===== src/design/host_chan_pkg.sv =====
/*
 * Shared definitions for the host channel subsystem
 * Widths, port and credit counts, MMIO register map,
 * request and response structs, start command union
 */

package host_chan_pkg;

    // ========================================
    // Sizes
    // ========================================

    localparam int NUM_AFU_PORTS = 4;
    localparam int VCHAN_W = 2;
    localparam int ADDR_W = 32;
    localparam int DATA_W = 64;
    // Burst length minus one, 1 to 16 beats
    localparam int LEN_W = 4;
    localparam int HOST_REQ_CREDITS = 8;
    localparam int CREDIT_W = 4;
    localparam int CNT_W = 32;
    localparam int BURSTS_W = 16;
    localparam int MMIO_ADDR_W = 6;

    typedef logic [VCHAN_W-1:0] t_vchan;
    typedef logic [CREDIT_W-1:0] t_credit;

    localparam t_credit CREDIT_INIT = t_credit'(HOST_REQ_CREDITS);

    // ========================================
    // MMIO register map
    // ========================================

    // Write starts a run, read returns busy
    localparam logic [MMIO_ADDR_W-1:0] REG_CTRL = 6'h00;
    localparam logic [MMIO_ADDR_W-1:0] REG_CHECKSUM = 6'h08;
    localparam logic [MMIO_ADDR_W-1:0] REG_REQ_CNT = 6'h10;
    localparam logic [MMIO_ADDR_W-1:0] REG_BEAT_CNT = 6'h18;
    // Instance number of the port
    localparam logic [MMIO_ADDR_W-1:0] REG_ID = 6'h20;

    // ========================================
    // Channel types
    // ========================================

    typedef struct packed {
        logic valid;
        logic [ADDR_W-1:0] addr;
        logic [LEN_W-1:0] len;
    } t_rd_req;

    typedef struct packed {
        logic valid;
        t_vchan vchan;
        logic [ADDR_W-1:0] addr;
        logic [LEN_W-1:0] len;
    } t_host_rd_req;

    typedef struct packed {
        logic valid;
        logic [DATA_W-1:0] data;
        logic last;
    } t_rd_rsp;

    typedef struct packed {
        logic valid;
        t_vchan vchan;
        logic [DATA_W-1:0] data;
        logic last;
    } t_host_rd_rsp;

    typedef struct packed {
        logic valid;
        logic write;
        t_vchan vchan;
        logic [MMIO_ADDR_W-1:0] addr;
        logic [DATA_W-1:0] wdata;
    } t_mmio_req;

    typedef struct packed {
        logic valid;
        t_vchan vchan;
        logic [DATA_W-1:0] rdata;
    } t_mmio_rsp;

    // Per-AFU MMIO, tag already stripped
    typedef struct packed {
        logic valid;
        logic write;
        logic [MMIO_ADDR_W-1:0] addr;
        logic [DATA_W-1:0] wdata;
    } t_afu_mmio_req;

    typedef struct packed {
        logic valid;
        logic [DATA_W-1:0] rdata;
    } t_afu_mmio_rsp;

    // Start command, start_addr in the low bits
    typedef struct packed {
        logic [DATA_W-ADDR_W-BURSTS_W-LEN_W-1:0] pad;
        logic [LEN_W-1:0] burst_len;
        logic [BURSTS_W-1:0] num_bursts;
        logic [ADDR_W-1:0] start_addr;
    } t_start_cmd;

    // One MMIO write word, seen raw or as a command
    typedef union packed {
        logic [DATA_W-1:0] raw;
        t_start_cmd cmd;
    } t_ctrl_word;

    typedef struct packed {
        logic [CNT_W-1:0] req_cnt;
        logic [CNT_W-1:0] beats_req;
        logic [CNT_W-1:0] beats_rsp;
        logic [CNT_W-1:0] beats_outstanding;
    } t_read_events;

endpackage


===== src/design/host_mem_vchan_mux.sv =====
/*
 * Host memory vchan multiplexer
 * Round-robin arbitration of AFU read requests onto the
 * credited host request path, read data steered back by vchan
 */

module host_mem_vchan_mux
(
    input  logic clk,
    input  logic rst,

    input  host_chan_pkg::t_rd_req afu_rd_req [host_chan_pkg::NUM_AFU_PORTS],
    output logic afu_rd_grant [host_chan_pkg::NUM_AFU_PORTS],
    output host_chan_pkg::t_rd_rsp afu_rd_rsp [host_chan_pkg::NUM_AFU_PORTS],

    output host_chan_pkg::t_host_rd_req host_rd_req,
    input  logic host_req_credit,
    input  host_chan_pkg::t_host_rd_rsp host_rd_rsp
);

    // ========================================
    // Credits and arbitration
    // ========================================

    host_chan_pkg::t_credit credit_cnt;
    // Last port that won
    host_chan_pkg::t_vchan rr_ptr;
    host_chan_pkg::t_vchan cand;
    host_chan_pkg::t_vchan winner;
    logic found;
    logic send;

    // Search starts one past the last winner
    always_comb
    begin
        winner = rr_ptr;
        found = 1'b0;
        cand = rr_ptr;
        for (int i = 1; i <= host_chan_pkg::NUM_AFU_PORTS; i++)
        begin
            cand = host_chan_pkg::t_vchan'((int'(rr_ptr) + i) % host_chan_pkg::NUM_AFU_PORTS);
            if (!found && afu_rd_req[cand].valid)
            begin
                winner = cand;
                found = 1'b1;
            end
        end
    end

    // Nothing leaves without a credit in hand
    assign send = found && (credit_cnt != '0);

    always_comb
    begin
        for (int p = 0; p < host_chan_pkg::NUM_AFU_PORTS; p++)
        begin
            afu_rd_grant[p] = send && (int'(winner) == p);
        end
    end

    always_ff @(posedge clk)
    begin
        if (rst)
        begin
            credit_cnt <= host_chan_pkg::CREDIT_INIT;
            rr_ptr <= '0;
        end
        else
        begin
            // Send and credit return can land in the same cycle
            case ({send, host_req_credit})
                2'b10: credit_cnt <= credit_cnt - 1'b1;
                2'b01: credit_cnt <= credit_cnt + 1'b1;
                default: credit_cnt <= credit_cnt;
            endcase

            if (send)
            begin
                rr_ptr <= winner;
            end
        end
    end

    // Winner goes to the host one cycle after its grant
    always_ff @(posedge clk)
    begin
        host_rd_req.valid <= send;
        host_rd_req.vchan <= winner;
        host_rd_req.addr <= afu_rd_req[winner].addr;
        host_rd_req.len <= afu_rd_req[winner].len;
        if (rst)
        begin
            host_rd_req.valid <= 1'b0;
        end
    end

    // ========================================
    // Read data steering
    // ========================================

    // Exactly one port sees each beat, one cycle later
    always_ff @(posedge clk)
    begin
        for (int p = 0; p < host_chan_pkg::NUM_AFU_PORTS; p++)
        begin
            afu_rd_rsp[p].valid <= host_rd_rsp.valid && (int'(host_rd_rsp.vchan) == p);
            afu_rd_rsp[p].data <= host_rd_rsp.data;
            afu_rd_rsp[p].last <= host_rd_rsp.last;
            if (rst)
            begin
                afu_rd_rsp[p].valid <= 1'b0;
            end
        end
    end

endmodule


===== src/design/mmio_vchan_demux.sv =====
/*
 * MMIO vchan demultiplexer
 * Tagged host requests routed to one AFU, responses merged back
 */

module mmio_vchan_demux
(
    input  logic clk,
    input  logic rst,

    input  host_chan_pkg::t_mmio_req host_mmio_req,
    output host_chan_pkg::t_mmio_rsp host_mmio_rsp,

    output host_chan_pkg::t_afu_mmio_req afu_mmio_req [host_chan_pkg::NUM_AFU_PORTS],
    input  host_chan_pkg::t_afu_mmio_rsp afu_mmio_rsp [host_chan_pkg::NUM_AFU_PORTS]
);

    // Tag of the one request in flight
    host_chan_pkg::t_vchan req_vchan;
    logic rsp_any;
    logic [host_chan_pkg::DATA_W-1:0] rsp_data;

    // ========================================
    // Request routing
    // ========================================

    always_ff @(posedge clk)
    begin
        for (int p = 0; p < host_chan_pkg::NUM_AFU_PORTS; p++)
        begin
            afu_mmio_req[p].valid <= host_mmio_req.valid &&
                                     (int'(host_mmio_req.vchan) == p);
            afu_mmio_req[p].write <= host_mmio_req.write;
            afu_mmio_req[p].addr <= host_mmio_req.addr;
            afu_mmio_req[p].wdata <= host_mmio_req.wdata;
            if (rst)
            begin
                afu_mmio_req[p].valid <= 1'b0;
            end
        end

        if (host_mmio_req.valid)
        begin
            req_vchan <= host_mmio_req.vchan;
        end
    end

    // ========================================
    // Response merge
    // ========================================

    // Host keeps one request outstanding, so at most one AFU answers
    always_comb
    begin
        rsp_any = 1'b0;
        rsp_data = '0;
        for (int p = 0; p < host_chan_pkg::NUM_AFU_PORTS; p++)
        begin
            if (afu_mmio_rsp[p].valid)
            begin
                rsp_any = 1'b1;
                rsp_data = afu_mmio_rsp[p].rdata;
            end
        end
    end

    always_ff @(posedge clk)
    begin
        host_mmio_rsp.valid <= rsp_any;
        host_mmio_rsp.vchan <= req_vchan;
        host_mmio_rsp.rdata <= rsp_data;
        if (rst)
        begin
            host_mmio_rsp.valid <= 1'b0;
        end
    end

endmodule


===== src/design/read_event_counter.sv =====
/*
 * Read event counter for one AFU
 * Requests, requested beats, returned beats, beats outstanding
 */

module read_event_counter
(
    input  logic clk,
    input  logic rst,

    // Request accepted by the mux
    input  logic req_fire,
    input  logic [host_chan_pkg::LEN_W-1:0] req_len,
    // One beat returned
    input  logic rsp_fire,

    output host_chan_pkg::t_read_events events
);

    always_ff @(posedge clk)
    begin
        if (rst)
        begin
            events <= '0;
        end
        else
        begin
            if (req_fire)
            begin
                events.req_cnt <= events.req_cnt + 1'b1;
                // Length field is beats minus one
                events.beats_req <= events.beats_req + req_len + 1'b1;
            end

            if (rsp_fire)
            begin
                events.beats_rsp <= events.beats_rsp + 1'b1;
            end

            // Both at once: len+1 in, one out
            if (req_fire && rsp_fire)
            begin
                events.beats_outstanding <= events.beats_outstanding + req_len;
            end
            else if (req_fire)
            begin
                events.beats_outstanding <= events.beats_outstanding + req_len + 1'b1;
            end
            else if (rsp_fire)
            begin
                events.beats_outstanding <= events.beats_outstanding - 1'b1;
            end
        end
    end

endmodule


===== src/design/afu_read_engine.sv =====
/*
 * Per-AFU read engine
 * MMIO CSR block, burst read issue and running checksum
 */

module afu_read_engine
#(
    parameter int VCHAN_NUMBER = 0
)
(
    input  logic clk,
    input  logic rst,

    input  host_chan_pkg::t_afu_mmio_req mmio_req,
    output host_chan_pkg::t_afu_mmio_rsp mmio_rsp,

    output host_chan_pkg::t_rd_req rd_req,
    input  logic rd_grant,
    input  host_chan_pkg::t_rd_rsp rd_rsp,

    input  host_chan_pkg::t_read_events events
);

    host_chan_pkg::t_ctrl_word ctrl;
    logic start;
    logic busy;
    logic [host_chan_pkg::DATA_W-1:0] checksum;
    // Bursts not yet granted
    logic [host_chan_pkg::BURSTS_W-1:0] issue_left;
    // Bursts whose last beat has not come back
    logic [host_chan_pkg::BURSTS_W-1:0] bursts_pending;
    logic [host_chan_pkg::ADDR_W-1:0] burst_bytes;
    logic [host_chan_pkg::DATA_W-1:0] rd_word;

    // ========================================
    // Command decode
    // ========================================

    assign ctrl.raw = mmio_req.wdata;

    // Writes while busy are dropped
    assign start = mmio_req.valid && mmio_req.write &&
                   (mmio_req.addr == host_chan_pkg::REG_CTRL) && !busy;

    // 8 bytes per beat
    assign burst_bytes = {rd_req.len, 3'b000} + 8;

    // ========================================
    // Burst issue and checksum
    // ========================================

    always_ff @(posedge clk)
    begin
        if (start)
        begin
            rd_req.addr <= ctrl.cmd.start_addr;
            rd_req.len <= ctrl.cmd.burst_len;
        end
        else if (rd_grant)
        begin
            rd_req.addr <= rd_req.addr + burst_bytes;
        end

        if (rst)
        begin
            busy <= 1'b0;
            rd_req.valid <= 1'b0;
            issue_left <= '0;
            bursts_pending <= '0;
            checksum <= '0;
        end
        else if (start)
        begin
            busy <= (ctrl.cmd.num_bursts != '0);
            rd_req.valid <= (ctrl.cmd.num_bursts != '0);
            issue_left <= ctrl.cmd.num_bursts;
            bursts_pending <= ctrl.cmd.num_bursts;
            checksum <= '0;
        end
        else
        begin
            // Next burst is offered right after a grant
            if (rd_grant)
            begin
                issue_left <= issue_left - 1'b1;
                if (issue_left == 1)
                begin
                    rd_req.valid <= 1'b0;
                end
            end

            if (rd_rsp.valid)
            begin
                checksum <= checksum + rd_rsp.data;
                // Idle once the final beat is summed
                if (rd_rsp.last)
                begin
                    bursts_pending <= bursts_pending - 1'b1;
                    if (bursts_pending == 1)
                    begin
                        busy <= 1'b0;
                    end
                end
            end
        end
    end

    // ========================================
    // CSR read
    // ========================================

    always_comb
    begin
        rd_word = '0;
        case (mmio_req.addr)
            host_chan_pkg::REG_CTRL: rd_word[0] = busy;
            host_chan_pkg::REG_CHECKSUM: rd_word = checksum;
            host_chan_pkg::REG_REQ_CNT: rd_word[host_chan_pkg::CNT_W-1:0] = events.req_cnt;
            host_chan_pkg::REG_BEAT_CNT: rd_word[host_chan_pkg::CNT_W-1:0] = events.beats_rsp;
            host_chan_pkg::REG_ID: rd_word = VCHAN_NUMBER;
            default: rd_word = '0;
        endcase
    end

    // Every request is answered, writes included
    always_ff @(posedge clk)
    begin
        mmio_rsp.valid <= mmio_req.valid;
        mmio_rsp.rdata <= rd_word;
        if (rst)
        begin
            mmio_rsp.valid <= 1'b0;
        end
    end

endmodule


===== src/design/host_chan_afu_top.sv =====
/*
 * Host channel subsystem top
 * Memory and MMIO vchan demultiplexers, per port an
 * event counter and a read engine AFU
 */

module host_chan_afu_top
(
    input  logic clk,
    input  logic rst,

    output host_chan_pkg::t_host_rd_req host_rd_req,
    input  logic host_req_credit,
    input  host_chan_pkg::t_host_rd_rsp host_rd_rsp,

    input  host_chan_pkg::t_mmio_req host_mmio_req,
    output host_chan_pkg::t_mmio_rsp host_mmio_rsp
);

    // ========================================
    // Per-port channels
    // ========================================

    host_chan_pkg::t_rd_req afu_rd_req [host_chan_pkg::NUM_AFU_PORTS];
    logic afu_rd_grant [host_chan_pkg::NUM_AFU_PORTS];
    host_chan_pkg::t_rd_rsp afu_rd_rsp [host_chan_pkg::NUM_AFU_PORTS];
    host_chan_pkg::t_afu_mmio_req afu_mmio_req [host_chan_pkg::NUM_AFU_PORTS];
    host_chan_pkg::t_afu_mmio_rsp afu_mmio_rsp [host_chan_pkg::NUM_AFU_PORTS];
    host_chan_pkg::t_read_events events [host_chan_pkg::NUM_AFU_PORTS];

    // Vchan number is the port index
    host_mem_vchan_mux host_mem_mux
    (
        .clk(clk),
        .rst(rst),
        .afu_rd_req(afu_rd_req),
        .afu_rd_grant(afu_rd_grant),
        .afu_rd_rsp(afu_rd_rsp),
        .host_rd_req(host_rd_req),
        .host_req_credit(host_req_credit),
        .host_rd_rsp(host_rd_rsp)
    );

    mmio_vchan_demux mmio64_demux
    (
        .clk(clk),
        .rst(rst),
        .host_mmio_req(host_mmio_req),
        .host_mmio_rsp(host_mmio_rsp),
        .afu_mmio_req(afu_mmio_req),
        .afu_mmio_rsp(afu_mmio_rsp)
    );

    // ========================================
    // One counter and one AFU per port
    // ========================================

    for (genvar p = 0; p < host_chan_pkg::NUM_AFU_PORTS; p++)
    begin : port
        // Watch the AFU side of the mux
        read_event_counter ev
        (
            .clk(clk),
            .rst(rst),
            .req_fire(afu_rd_grant[p]),
            .req_len(afu_rd_req[p].len),
            .rsp_fire(afu_rd_rsp[p].valid),
            .events(events[p])
        );

        afu_read_engine #(.VCHAN_NUMBER(p)) afu_impl
        (
            .clk(clk),
            .rst(rst),
            .mmio_req(afu_mmio_req[p]),
            .mmio_rsp(afu_mmio_rsp[p]),
            .rd_req(afu_rd_req[p]),
            .rd_grant(afu_rd_grant[p]),
            .rd_rsp(afu_rd_rsp[p]),
            .events(events[p])
        );
    end

endmodule


===== config.mk =====
export PLATFORM = sky130hd
export DESIGN_NAME = host_chan_afu_top
export DESIGN_NICKNAME = d
export VERILOG_FILES = /design/src/design/host_chan_pkg.sv /design/src/design/host_mem_vchan_mux.sv /design/src/design/mmio_vchan_demux.sv /design/src/design/read_event_counter.sv /design/src/design/afu_read_engine.sv /design/src/design/host_chan_afu_top.sv
export SDC_FILE = /design/constraint.sdc
export NUM_CORES = 2
export LEC_CHECK = 0
export BUFFER_PORTS_ARGS = -buffer_cell sky130_fd_sc_hd__buf_4
export CORE_UTILIZATION = 55
export DETAILED_ROUTE_END_ITERATION = 8
export PLACE_DENSITY = 0.76
export SYNTH_ARGS = -nofsm -noshare
export SYNTH_HDL_FRONTEND = slang
export SYNTH_SLANG_ARGS = --single-unit

===== constraint.sdc =====
create_clock -name clk -period 3.7 [get_ports clk]
set_input_delay 0.185 -clock clk [delete_from_list [all_inputs] [get_ports clk]]
set_output_delay 0.185 -clock clk [all_outputs]
set_load 0.02 [all_outputs]

==> summary by stage <==
Place
The global placer's final weighted congestion is 0.959. After legalization and detailed placement, the total HPWL measured 142000 um. Including well taps, the total number of placed cells is 9249. The pre-CTS worst setup slack is -0.451 ns.

In this run the tool buffered the top-level ports with 238 buffer cells.

Clock network
Clock latency on the worst-skew pair, taken at its later pin, is 0.77 ns. The clock transition time at the flip-flop clock pins of the worst setup and hold paths is 0.06 ns. Clock tree synthesis selected as its root buffer the cell sky130_fd_sc_hd__clkbuf_16. The deepest level of the CTS H-tree is 4. The TritonCTS clock tree is yes.

The clock net in this run drives a total of 1298 sinks. The buffer depth of the longest clock path is 3. Clock tree synthesis inserted a total of 136 buffers.

Timing
The clock skew is 0.0237 ns. The total setup violations reported at the end of the flow is 0. The final hold violation count was 0. At the pin with the least slew margin, the transition time is 1.28 ns. The max-slew violation count is 0. Across all setup checks in the final design, the least slack found is 0.0961 ns.

Derived from the worst setup path, the maximum achievable clock frequency is 277 MHz. The max-slew headroom at the worst pin is 0.146. The worst hold slack across all endpoints is 0.0654 ns. Dividing the final minimum period by the clock period gives 0.974. The shortest clock period the worst path allows after layout is 3.60 ns.

Route
The total detailed-routing wirelength is 193000 um. The count of routing violations after the opening detailed-route iteration is 5164. The number of vias per cell is 5.90. The routed wire length per instance is 20.0 um. In this run the remaining antenna-violating nets after routing total 0.

For this run, design rule violations remaining after detail routing come to 0. The overall via count from detail_route is 56893. The iteration count of the initial detailed-routing pass is 6.

Floorplanning
The standard-cell row count is 125. The starting utilization of the core area is 0.558. The die extent in y is 346 um.

The standard cell core area is 117000 sq um. The boundary pin count is 251. The floorplan step defined a die boundary enclosing 120000 sq um. From left edge to right edge, the die measures 346 um.

Synth
After synthesis, the cell types taking the most area are sky130_fd_sc_hd__dfxtp_1, sky130_fd_sc_hd__edfxtp_1, sky130_fd_sc_hd__nand2_1. In the synthesized netlist the async set-or-reset flop fraction comes to 0. Counting every instance in the synthesized netlist gives 7678.

After synthesis, the netlist uses 82 different library cells. The number of synthesis warnings is 0. For this run, the leading register cell type out of synthesis is sky130_fd_sc_hd__dfxtp_1. The library cell occupying the most area in the post-synthesis netlist is sky130_fd_sc_hd__dfxtp_1.

When the netlist entered floorplanning its net count stood at 8135. Of the synthesized area, sequential elements account for 0.421. The cell with the most instances after synthesis is sky130_fd_sc_hd__dfxtp_1. The synthesized area divided by synthesized cell count is 8.49 sq um. The commonest cells after synthesis are sky130_fd_sc_hd__dfxtp_1, sky130_fd_sc_hd__nand2_1, sky130_fd_sc_hd__nor2_1, sky130_fd_sc_hd__a21oi_1, sky130_fd_sc_hd__o21ai_0. Of the post-synthesis cell area, the dominant cell type holds 0.354. The synthesized netlist occupies a cell area of 65200 sq um.

Counting flops with a built-in enable in the synthesized netlist gives 146. Synthesis inferred 1298 register bits.

Setup path
The startpoint identified for the worst register-to-register timing path is host_mem_mux.afu_rd_rsp[199]$_DFF_P_. Measured in cells, the most critical reg-to-reg path has a length of 15. The data required time of the worst path is 4.33 ns.

In this run the worst path has a maximum fanout of 3. The category of the critical setup timing path is register to register. The worst setup path is launched from a register. The critical path arrival is 4.23 ns.

The setup check on the worst reg-to-reg path leaves a slack of 0.1 ns. The nature of the critical path endpoint is a register. The critical register-to-register path endpoint is port[3].afu_impl.checksum[58]$_SDFFE_PP0P_.

GRT
For this run, the total global-route usage over all layers was measured as 0.314. Entering global routing, the biggest net connects 197 pins. The first global-routing pass estimated 300000 um of wire. Summed over all layers, the global routing overflow is 0. The initial antenna violation count came to 4. The number of global-route vias before repair is 54349.

Worst hold path
The path with the worst hold slack has its endpoint at mmio64_demux.afu_mmio_req[228]$_DFF_P_. The worst hold path belongs to the class primary input to register. The instance count along the most critical hold path is 2. The worst min-delay path startpoint is host_mmio_req[12].

Power
The worst-case IR drop observed on VDD is 0.445 mV. The analysis attributes to cell leakage a power of 30.8 nW. Dividing total power by cell area gives a power density of 414 nW/um^2. The overall power of the completed layout is 0.0314 W.

Layout
For this run, the share of the core covered by cells in the final layout is 0.648. The filler cell count is 9586. The final cell count without fillers is 9638.

The multi-input combinational cells in the finished layout cover a total of 36100 sq um. The share of final-layout standard cells stronger than drive strength 1 is 0.101. The final-stage net count is 8459.

The sequential cells in the finished layout cover a total of 27500 sq um. Compared with the post-synthesis result, the final layout area differs by 16.1%.

Status
The run finished with clean final reports.

Run
The tool flagged a number of max-cap violations equal to 0.
-- metal layers --
| metal | wire, um | global-route usage | up-vias |
|---|---|---|---|
| li1 | - | - | 27493 |
| met1 | 81700 | 0.407 | 27072 |
| met2 | 90100 | 0.515 | 1857 |
| met3 | 10900 | 0.0366 | 471 |
| met4 | 10400 | 0.164 | 0 |
| met5 | 0 | 0 | - |
-- metrics by stage --
stage	instance area [sq um]	setup TNS (ns)
after floorplan	65200	0
after detailed placement	69200	-2.64
after CTS	75500	-0.0458
final	75700	0
after global placement	69200	-2.08
after global routing	75700	-0.0278
-- area by class of cell --
class	instances	share of cell area
antenna	3	0.0000991
clock buffer	188	0.0535
clock inverter	59	0.00978
inverter	133	0.00659
multi-input combinational	5838	0.476
sequential	1298	0.363
tap	1524	0.0252
timing repair buffer	595	0.0659
-- registers in the layout, summed over array words and instances, names as in the netlist --
register	flops
mmio64_demux.req_vchan	2
host_mem_mux.afu_rd_rsp	69
host_mem_mux.credit_cnt	4
port.afu_impl.bursts_pending	64
host_mem_mux.host_rd_req	39
port.afu_impl.busy	4
mmio64_demux.afu_mmio_req	63
port.afu_impl.issue_left	64
port.afu_impl.checksum	256
port.ev.events	256
port.afu_impl.mmio_rsp	260
port.afu_impl.rd_req	148
mmio64_demux.host_mmio_rsp	67
host_mem_mux.rr_ptr	2
-- worst max path at each step --
| stage | start | to | slack, ns | depth (start not counted) |
|---|---|---|---|---|
| 3_3_place_gp | host_mem_mux.afu_rd_rsp[199]$_DFF_P_ | port[3].afu_impl.checksum[62]$_SDFFE_PP0P_ | -0.51 | 14 |
| 4_1_cts | host_mem_mux.afu_rd_rsp[199]$_DFF_P_ | port[3].afu_impl.checksum[62]$_SDFFE_PP0P_ | -0.05 | 14 |
| 6_report | host_mem_mux.afu_rd_rsp[199]$_DFF_P_ | port[3].afu_impl.checksum[58]$_SDFFE_PP0P_ | 0.1 | 15 |
| 3_5_place_dp | host_mem_mux.afu_rd_rsp[199]$_DFF_P_ | port[3].afu_impl.checksum[62]$_SDFFE_PP0P_ | -0.45 | 14 |
| 5_1_grt | host_mem_mux.afu_rd_rsp[199]$_DFF_P_ | port[0].afu_impl.checksum[48]$_SDFFE_PP0P_ | -0.02 | 15 |
| 2_1_floorplan | host_mem_mux.afu_rd_rsp[199]$_DFF_P_ | port[3].afu_impl.checksum[62]$_SDFFE_PP0P_ | 0.34 | 13 |
-- worst max-delay path, cell delays in order, from the launching register on --
cell                        delay, ns
sky130_fd_sc_hd__dfxtp_2         0.35
sky130_fd_sc_hd__ha_2            0.20
sky130_fd_sc_hd__fa_2            0.37
sky130_fd_sc_hd__a211oi_2        0.21
sky130_fd_sc_hd__buf_4           0.15
sky130_fd_sc_hd__o21a_1          0.15
sky130_fd_sc_hd__nor2_1          0.08
sky130_fd_sc_hd__a221o_2         0.45
sky130_fd_sc_hd__a2111oi_4       0.49
sky130_fd_sc_hd__nor2_4          0.09
sky130_fd_sc_hd__a41oi_2         0.21
sky130_fd_sc_hd__o211ai_1        0.14
sky130_fd_sc_hd__buf_4           0.17
sky130_fd_sc_hd__a21oi_1         0.16
sky130_fd_sc_hd__xor2_1          0.16
sky130_fd_sc_hd__o21ai_0         0.08
-- cell usage in the layout (no fill, tap or decap), types with 171 or more instances in the layout --
cell,netlist,layout
sky130_fd_sc_hd__a21oi_1,607,597
sky130_fd_sc_hd__a22oi_1,191,191
sky130_fd_sc_hd__and2_1,171,171
sky130_fd_sc_hd__buf_4,0,444
sky130_fd_sc_hd__dfxtp_1,1152,1139
sky130_fd_sc_hd__ha_1,303,300
sky130_fd_sc_hd__nand2_1,1011,1011
sky130_fd_sc_hd__nand3_1,182,182
sky130_fd_sc_hd__nor2_1,897,896
sky130_fd_sc_hd__o21ai_0,379,375
sky130_fd_sc_hd__xnor2_1,319,319
sky130_fd_sc_hd__xor2_1,340,340
-- where the power goes --
| part | total [W] | switching [W] | internal (W) |
|---|---|---|---|
| logic | 0.00226 | 0.00131 | 0.000957 |
| registers | 0.0146 | 0.000257 | 0.0144 |
| clock network | 0.0145 | 0.00595 | 0.00851 |
-- cells by family after synthesis --
family | share of synthesized area
adders and majority gates | 0.0609
and+or+nand+nor | 0.204
AOI/OAI and AO/OA | 0.168
DFF | 0.421
muxes | 0.0263
xor gates and xnor gates | 0.0885
buffers and inverters | 0.0316
-- timing repair --
item | in CTS | in global routing
endpoints found under the setup margin | 22 | 66
hold endpoints to repair | 219 | 0
gates resized for setup | 14 | 63
pin swaps | 0 | 18
setup buffers | 0 | 3
hold buffers | 136 | 0
(Power assumes the default switching activity.)
